[src/hw/alu_pkg.sv]
/* shared width, opcode and condition encodings and the packed structs
   of the execute-stage ALU, imported by each RTL unit */

package alu_pkg;

    // operand and result width
    localparam int data_width = 16;

    // opcodes, counted from zero
    typedef enum logic [7:0] {
        add    = 8'd0,
        sub    = 8'd1,
        adc    = 8'd2,
        sbb    = 8'd3,
        cmp    = 8'd4,
        mov    = 8'd5,
        and_op = 8'd6,
        or_op  = 8'd7,
        xor_op = 8'd8,
        not_op = 8'd9,
        neg    = 8'd10,
        test   = 8'd11,
        jmp    = 8'd12,
        set    = 8'd13
    } alu_op_e;

    // condition codes for jmp and set
    typedef enum logic [3:0] {
        cond_always = 4'd0,
        cond_never  = 4'd1,
        cond_eq     = 4'd2,
        cond_ne     = 4'd3,
        cond_cs     = 4'd4,
        cond_cc     = 4'd5,
        cond_os     = 4'd6,
        cond_oc     = 4'd7,
        cond_p      = 4'd8,
        cond_n      = 4'd9,
        cond_hi     = 4'd10,
        cond_ls     = 4'd11,
        cond_ge     = 4'd12,
        cond_l      = 4'd13,
        cond_g      = 4'd14,
        cond_le     = 4'd15
    } cond_e;

    // overflow, sign, carry, zero
    typedef struct packed {
        logic v;
        logic n;
        logic c;
        logic z;
    } flags_t;

    // one operation as issued to the execute stage
    typedef struct packed {
        alu_op_e               op;
        logic [data_width-1:0] rd;
        logic [data_width-1:0] rs;
        logic                  imm_sel;
        cond_e                 cond;
        flags_t                flags_in;
    } alu_req_t;

    // datapath output, bit 16 of value is carry or borrow
    typedef struct packed {
        logic [data_width:0] value;
        logic                ov_op;
        logic                ov_sign;
    } dp_result_t;

endpackage

[src/hw/alu_datapath.sv]
/* combinational operand selection and arithmetic/logic result
   the overflow qualifier and sign condition go on to the writeback stage */

`timescale 1ns/1ps

module alu_datapath
    import alu_pkg::*;
(
    input  alu_req_t              req,
    input  logic [data_width-1:0] imm,
    output dp_result_t            dp
);

    localparam int msb = data_width - 1;

    logic [data_width-1:0] a;
    logic [data_width-1:0] b;
    logic [data_width:0]   a_ext;
    logic [data_width:0]   b_ext;
    logic [data_width:0]   cin;
    logic [data_width:0]   value;
    logic                  ov_op;
    logic                  b_sign_eff;

    // A is always rd, B is immediate or rs
    assign a     = req.rd;
    assign b     = req.imm_sel ? imm : req.rs;
    assign a_ext = {1'b0, a};
    assign b_ext = {1'b0, b};
    assign cin   = {{data_width{1'b0}}, req.flags_in.c};

    always_comb begin
        value      = '0;
        ov_op      = 1'b0;
        b_sign_eff = b[msb];
        case (req.op)
            add: begin
                value = a_ext + b_ext;
                ov_op = 1'b1;
            end
            adc: begin
                value = a_ext + b_ext + cin;
                ov_op = 1'b1;
            end
            // cmp is a subtract without writeback
            sub, cmp: begin
                value      = a_ext - b_ext;
                ov_op      = 1'b1;
                b_sign_eff = ~b[msb];
            end
            sbb: begin
                value      = a_ext - b_ext - cin;
                ov_op      = 1'b1;
                b_sign_eff = ~b[msb];
            end
            mov:         value = b_ext;
            and_op, test: value = a_ext & b_ext;
            or_op:       value = a_ext | b_ext;
            xor_op:      value = a_ext ^ b_ext;
            not_op:      value = {1'b0, ~a};
            neg:         value = {1'b0, -a};
            // branch target
            jmp:         value = req.imm_sel ? {1'b0, imm} : a_ext;
            // set gets its bit from cond_eval in writeback
            set:         value = '0;
            default:     value = '0;
        endcase
    end

    assign dp.value   = value;
    assign dp.ov_op   = ov_op;
    // same operand signs but result sign flipped
    assign dp.ov_sign = (a[msb] == b_sign_eff) && (value[msb] != a[msb]);

endmodule

[src/hw/alu_top.sv]
/* execute-stage ALU top, one operation per enabled edge, one cycle latency
   request goes to datapath and condition unit in parallel, then writeback */

`timescale 1ns/1ps

module alu_top
    import alu_pkg::*;
(
    input  logic                  clk,
    input  logic                  rst,
    input  logic                  en,
    input  alu_req_t              req,
    input  logic [data_width-1:0] imm,
    output logic [data_width-1:0] result,
    output flags_t                flags_out,
    output logic                  write,
    output logic                  should_branch
);

    dp_result_t dp;
    logic       taken;

    alu_datapath datapath_i (
        .req (req),
        .imm (imm),
        .dp  (dp)
    );

    cond_eval cond_eval_i (
        .cond     (req.cond),
        .flags_in (req.flags_in),
        .taken    (taken)
    );

    alu_writeback writeback_i (
        .clk           (clk),
        .rst           (rst),
        .en            (en),
        .op            (req.op),
        .dp            (dp),
        .taken         (taken),
        .result        (result),
        .flags_out     (flags_out),
        .write         (write),
        .should_branch (should_branch)
    );

endmodule

[src/hw/alu_writeback.sv]
/* register stage of the ALU, merges datapath value and condition result
   and registers result, flags, write strobe and branch level on enable */

`timescale 1ns/1ps

module alu_writeback
    import alu_pkg::*;
(
    input  logic                  clk,
    input  logic                  rst,
    input  logic                  en,
    input  alu_op_e               op,
    input  dp_result_t            dp,
    input  logic                  taken,
    output logic [data_width-1:0] result,
    output flags_t                flags_out,
    output logic                  write,
    output logic                  should_branch
);

    logic [data_width:0] value_sel;
    flags_t              flags_next;
    logic                write_next;
    logic                branch_next;

    // set returns the condition bit, everything else the datapath value
    assign value_sel = (op == set) ? {{data_width{1'b0}}, taken} : dp.value;

    // v only counts for the arithmetic opcodes
    assign flags_next.v = dp.ov_op & dp.ov_sign;
    assign flags_next.n = value_sel[data_width-1];
    assign flags_next.c = value_sel[data_width];
    assign flags_next.z = (value_sel[data_width-1:0] == '0);

    always_comb begin
        case (op)
            cmp, test, jmp: write_next = 1'b0;
            default:        write_next = 1'b1;
        endcase
    end

    assign branch_next = (op == jmp) ? taken : 1'b0;

    always_ff @(posedge clk) begin
        if (rst) begin
            result        <= '0;
            flags_out     <= '0;
            write         <= 1'b0;
            should_branch <= 1'b0;
        end else if (en) begin
            result        <= value_sel[data_width-1:0];
            flags_out     <= flags_next;
            write         <= write_next;
            should_branch <= branch_next;
        end
    end

endmodule

[src/hw/cond_eval.sv]
/* evaluates one of the sixteen condition codes against the incoming flags
   feeds both the jmp decision and the set result */

`timescale 1ns/1ps

module cond_eval
    import alu_pkg::*;
(
    input  cond_e  cond,
    input  flags_t flags_in,
    output logic   taken
);

    logic n_eq_v;

    // signed compare helper used by ge, l, g, le
    assign n_eq_v = (flags_in.n == flags_in.v);

    always_comb begin
        case (cond)
            cond_always: taken = 1'b1;
            cond_never:  taken = 1'b0;
            cond_eq:     taken = flags_in.z;
            cond_ne:     taken = ~flags_in.z;
            cond_cs:     taken = flags_in.c;
            cond_cc:     taken = ~flags_in.c;
            cond_os:     taken = flags_in.v;
            cond_oc:     taken = ~flags_in.v;
            cond_p:      taken = ~flags_in.n;
            cond_n:      taken = flags_in.n;
            // unsigned higher / lower or same
            cond_hi:     taken = ~flags_in.c & ~flags_in.z;
            cond_ls:     taken = flags_in.c | flags_in.z;
            cond_ge:     taken = n_eq_v;
            cond_l:      taken = ~n_eq_v;
            cond_g:      taken = ~flags_in.z & n_eq_v;
            cond_le:     taken = flags_in.z | ~n_eq_v;
            default:     taken = 1'b0;
        endcase
    end

endmodule

[config.mk]
export PLATFORM = sky130hd
export DESIGN_NAME = alu_top
export DESIGN_NICKNAME = d
export VERILOG_FILES = /design/src/hw/alu_pkg.sv /design/src/hw/alu_datapath.sv /design/src/hw/alu_top.sv /design/src/hw/alu_writeback.sv /design/src/hw/cond_eval.sv
export SDC_FILE = /design/constraint.sdc
export NUM_CORES = 1
export LEC_CHECK = 0
export ABC_AREA = 1
export BUFFER_PORTS_ARGS = -buffer_cell sky130_fd_sc_hd__buf_2
export CORE_MARGIN = 2
export CORE_UTILIZATION = 25
export CTS_CLUSTER_SIZE = 30
export DETAILED_ROUTE_END_ITERATION = 12
export HOLD_SLACK_MARGIN = 0.06
export PLACE_DENSITY_LB_ADDON = 0.08
export RECOVER_POWER = 50
export SLEW_MARGIN = 20
export SYNTH_ARGS = -nofsm -noshare
export SYNTH_HDL_FRONTEND = slang
export SYNTH_HIERARCHICAL = 1
export SYNTH_SLANG_ARGS = --single-unit
[constraint.sdc]
create_clock -name clk -period 4.46 [get_ports clk]
set_clock_uncertainty 0.15 [all_clocks]
set_input_delay 0.892 -clock clk [delete_from_list [all_inputs] [get_ports clk]]
set_output_delay 0.892 -clock clk [all_outputs]
set_load 0.01 [all_outputs]
==> out/results.tsv <==
stage	metric	value	unit
setup_path	Req. time, crit path	4.49	ns
timing	Rel. slew slack	0.5331	
routing	initial drt markers	620	
power	Max VDD drop	0.1798	mV
synth	syn avg cell area	5.623	um2
setup_path	R2R setup slack	3.64	ns
timing	minimum hold slack	0.3183	ns
setup_path	CP max FO	17	
global_routing	vias in the first global route	7478	
synth	count leader, synth	nand2_1	
global_routing	first-pass GRT wire length	42.83	mm
cts	CTS tree	built	
synth	Net Count, Synth	1232	
cts	H-tree depth	1	
synth	top cells by area, synth	nand2_1 (18%), ha_1 (11%), inv_1 (9.8%), dfxtp_1 (6.8%), nand3_1 (6.6%)	
setup_path	critical path's top delay family	simple AND/OR/NAND/NOR gates	
synth	top cells by count, synth	nand2_1 (295), inv_1 (163), nor2_1 (97)	
run_status	outcome	finished clean	
global_routing	initial antenna violation count	1	
synth	Synth Instances	1107	
timing	FMAX	0.2395	GHz
setup_path	reg-to-reg critical path startpoint	writeback_i/result[15]	
power	cell-internal power	0.7058	mW
flow_run	Max-cap violations	0	
routing	post-DR vias/cell	4.818	
routing	Via Count	7800	
final_layout	layout cells sized above 1	0.2349	
routing	metal3 WL	1.347	mm
routing	max layer used	met4	
timing	fraction of the cycle the final worst path needs	0.9363	
synth	ys async rst share	0	
power	combinational share of power	0.724	
power	PwrDens	175.9	nW/um2
placement	HPWL after DPL	24.06	mm
routing	drt pass-1 iters	5	
synth	share of the synthesized area in the top cell type	0.1779	
final_layout	Finished Layout Cells	1619	
cts	Post-CTS Setup Bufs	0	
floorplanning	Core Area	24390	um2
routing	met2 wire len	12.68	mm
min_path	Worst Hold Launch	writeback_i/should_branch	
setup_path	reg-to-reg endpoint	writeback_i/result[15]	
routing	Routed wire per std cell	17.44	um
setup_path	crit path DAT	4.21	ns
power	net switching power	0.6931	mW
min_path	Hold/Removal Path Class	register to register	
floorplanning	IO Count	90	
power	leakage power	4.110	nW
synth	post-synthesis sequential area ratio	0.06754	
placement	Port Buf Inserts	89	
min_path	Hold Crit Depth	2	
cts	Max clock buf depth	2	
synth	Yosys warning count	6	
placement	Placed Cells	1614	
placement	placed cell area	7870	um2
setup_path	Reg2Reg Depth	2	
setup_path	most used cell, CP	nand2_1	
floorplanning	Initial Util	0.2552	
setup_path	slowest stage delay, CP	0.40	ns
synth	leading area contributor after synthesis	nand2_1	
synth	Post-synth EDFFs	0	
routing	DRT met1 WL	13.69	mm
power	sw frac	0.4955	
routing	Routed WL	28.24	mm
timing	Final Hold Fails	0	
setup_path	Crit. End Element	register	
final_layout	area delta synth->final	27.74	%
synth	Post-synth top flop	dfxtp_1	
final_layout	nets@finish	1420	
setup_path	Worst Path Class, Setup	input port to register	
cts	clk slew on worst S/H paths	0.05	ns
timing	fin. max-slew vios	0	
power	sequential share of power	0.145	
synth	synthesized cell area	6225	um2
cts	root buf cell	clkbuf_16	
power	clock share of power	0.131	
synth	flops & latches, synth	21	
min_path	end of the worst hold path	writeback_i/should_branch	
routing	post-route ant nets	0	
routing	# DRC	0	
cts	clock sink count	21	
setup_path	worst path bufs/invs	7	
floorplanning	number of core rows	57	
floorplanning	total die area	26180	um2
global_routing	largest net degree at the start of global routing	37	
setup_path	Slowest-stage cell, CP	ha_1	
timing	worst slew pin tran	0.6939	ns
global_routing	total grt overflow	0	
setup_path	CP startpoint kind	input port	
timing	# setup viols final	0	
global_routing	overall routing resource usage	0.2104	
cts	CTS Buf Count	3	
floorplanning	die height	161.8	um
final_layout	final instance area	7951	um2
timing	post-layout min period	4.176	ns
placement	RePlAce Congestion	0.8742	
floorplanning	Horiz. Die Dim	161.8	um
cts	Worst-Skew Late Latency	0.25	ns
synth	post-synth cell types	56	
==> layer usage <==
| layer | track usage | vias up |
|---|---|---|
| met3 | 0.01175 | 21 |
| met1 | 0.2999 | 3589 |
| met5 | 0 | - |
| met2 | 0.3516 | 201 |
| li1 | - | 3989 |
| met4 | 0.04183 | 0 |
==> state kept, by name, summed over array words and instances, names as in the netlist <==
signal,count
writeback_i/should_branch,1
writeback_i/flags_out,3
writeback_i/write,1
writeback_i/result,16
==> layout make-up <==
class / count / area (um2)
repair buffers: 214 / 1395
clock buffers: 4 / 78.83
flip-flops and latches: 21 / 420.4
well taps: 324 / 405.4
multi-input cells: 872 / 4960
inverters: 183 / 689.4
fillers: 2855 / 16440
diodes: 1 / 2.502
==> how the worst max path moves through the flow <==
| stage | depth (start not counted) | start | to | slack [ns] |
|---|---|---|---|---|
| floorplan | 24 | req[8] | writeback_i/flags_out[0] | 0.26 |
| global placement | 24 | req[8] | writeback_i/flags_out[0] | 0.03 |
| detailed placement | 25 | req[8] | writeback_i/flags_out[0] | -0.005 |
| CTS | 24 | req[8] | writeback_i/flags_out[0] | 0.24 |
| global route | 25 | req[8] | writeback_i/flags_out[0] | -0.01 |
| finish | 25 | req[8] | writeback_i/flags_out[0] | 0.28 |
==> power by group through the flow <==
stage | Clock, mW | Combinational, mW | Sequential [mW]
after floorplan | 0 | 0.588 | 0.212
after global placement | 0 | 1.01 | 0.207
after detailed placement | 0 | 1.00 | 0.207
after CTS | 0.190 | 1.01 | 0.203
after global routing | 0.197 | 1.12 | 0.204
final | 0.183 | 1.01 | 0.203
==> metrics by stage <==
| stage | TNS, ns | util | setup WS [ns] | power (mW) |
|---|---|---|---|---|
| 2_1_floorplan | 0 | - | 0.2649 | 0.7993 |
| 3_3_place_gp | 0 | 0.3227 | 0.03033 | 1.217 |
| 3_5_place_dp | -0.005127 | 0.3227 | -0.005127 | 1.209 |
| 4_1_cts | 0 | 0.3259 | 0.2428 | 1.400 |
| 5_1_grt | -0.01444 | 0.3259 | -0.01444 | 1.525 |
| 6_report | 0 | 0.3260 | 0.2840 | 1.399 |
==> repair_timing <==
item,in CTS,in global routing
hold buffers,0,0
setup endpoints to repair,0,1
resized for setup,0,8
==> cell families after synthesis <==
| logic type | after synthesis | share of synthesized area |
|---|---|---|
| buffers and inverters | 214 | 0.1399 |
| AND/OR/NAND/NOR | 586 | 0.4364 |
| flip-flops | 21 | 0.06754 |
| adder cells (fa/ha/maj) | 57 | 0.1170 |
| AO/OA/AOI/OAI | 211 | 0.2048 |
| XOR/XNOR | 18 | 0.03437 |
==> worst reg2reg max path, stage by stage, from the launching register on <==
cell and delay (ns):
dfxtp_1 0.32, o21ai_0 0.15, a21oi_1 0.06
==> layout by cell type, fill, tap and decap left out, drive strengths merged, types with 3 or more instances in the layout <==
master	count
nand2	317
buf	193
inv	181
nor2	120
nand3	93
o21ai	74
a21oi	73
ha	55
o22ai	26
clkbuf	25
nand4	24
dfxtp	21
nor3	17
xor2	14
a221oi	11
o221ai	6
nor4	6
o211ai	5
o21bai	5
o2111ai	4
nand3b	4
xnor2	4
a211oi	3
and2	3
Power figures use the tool's default switching activity.
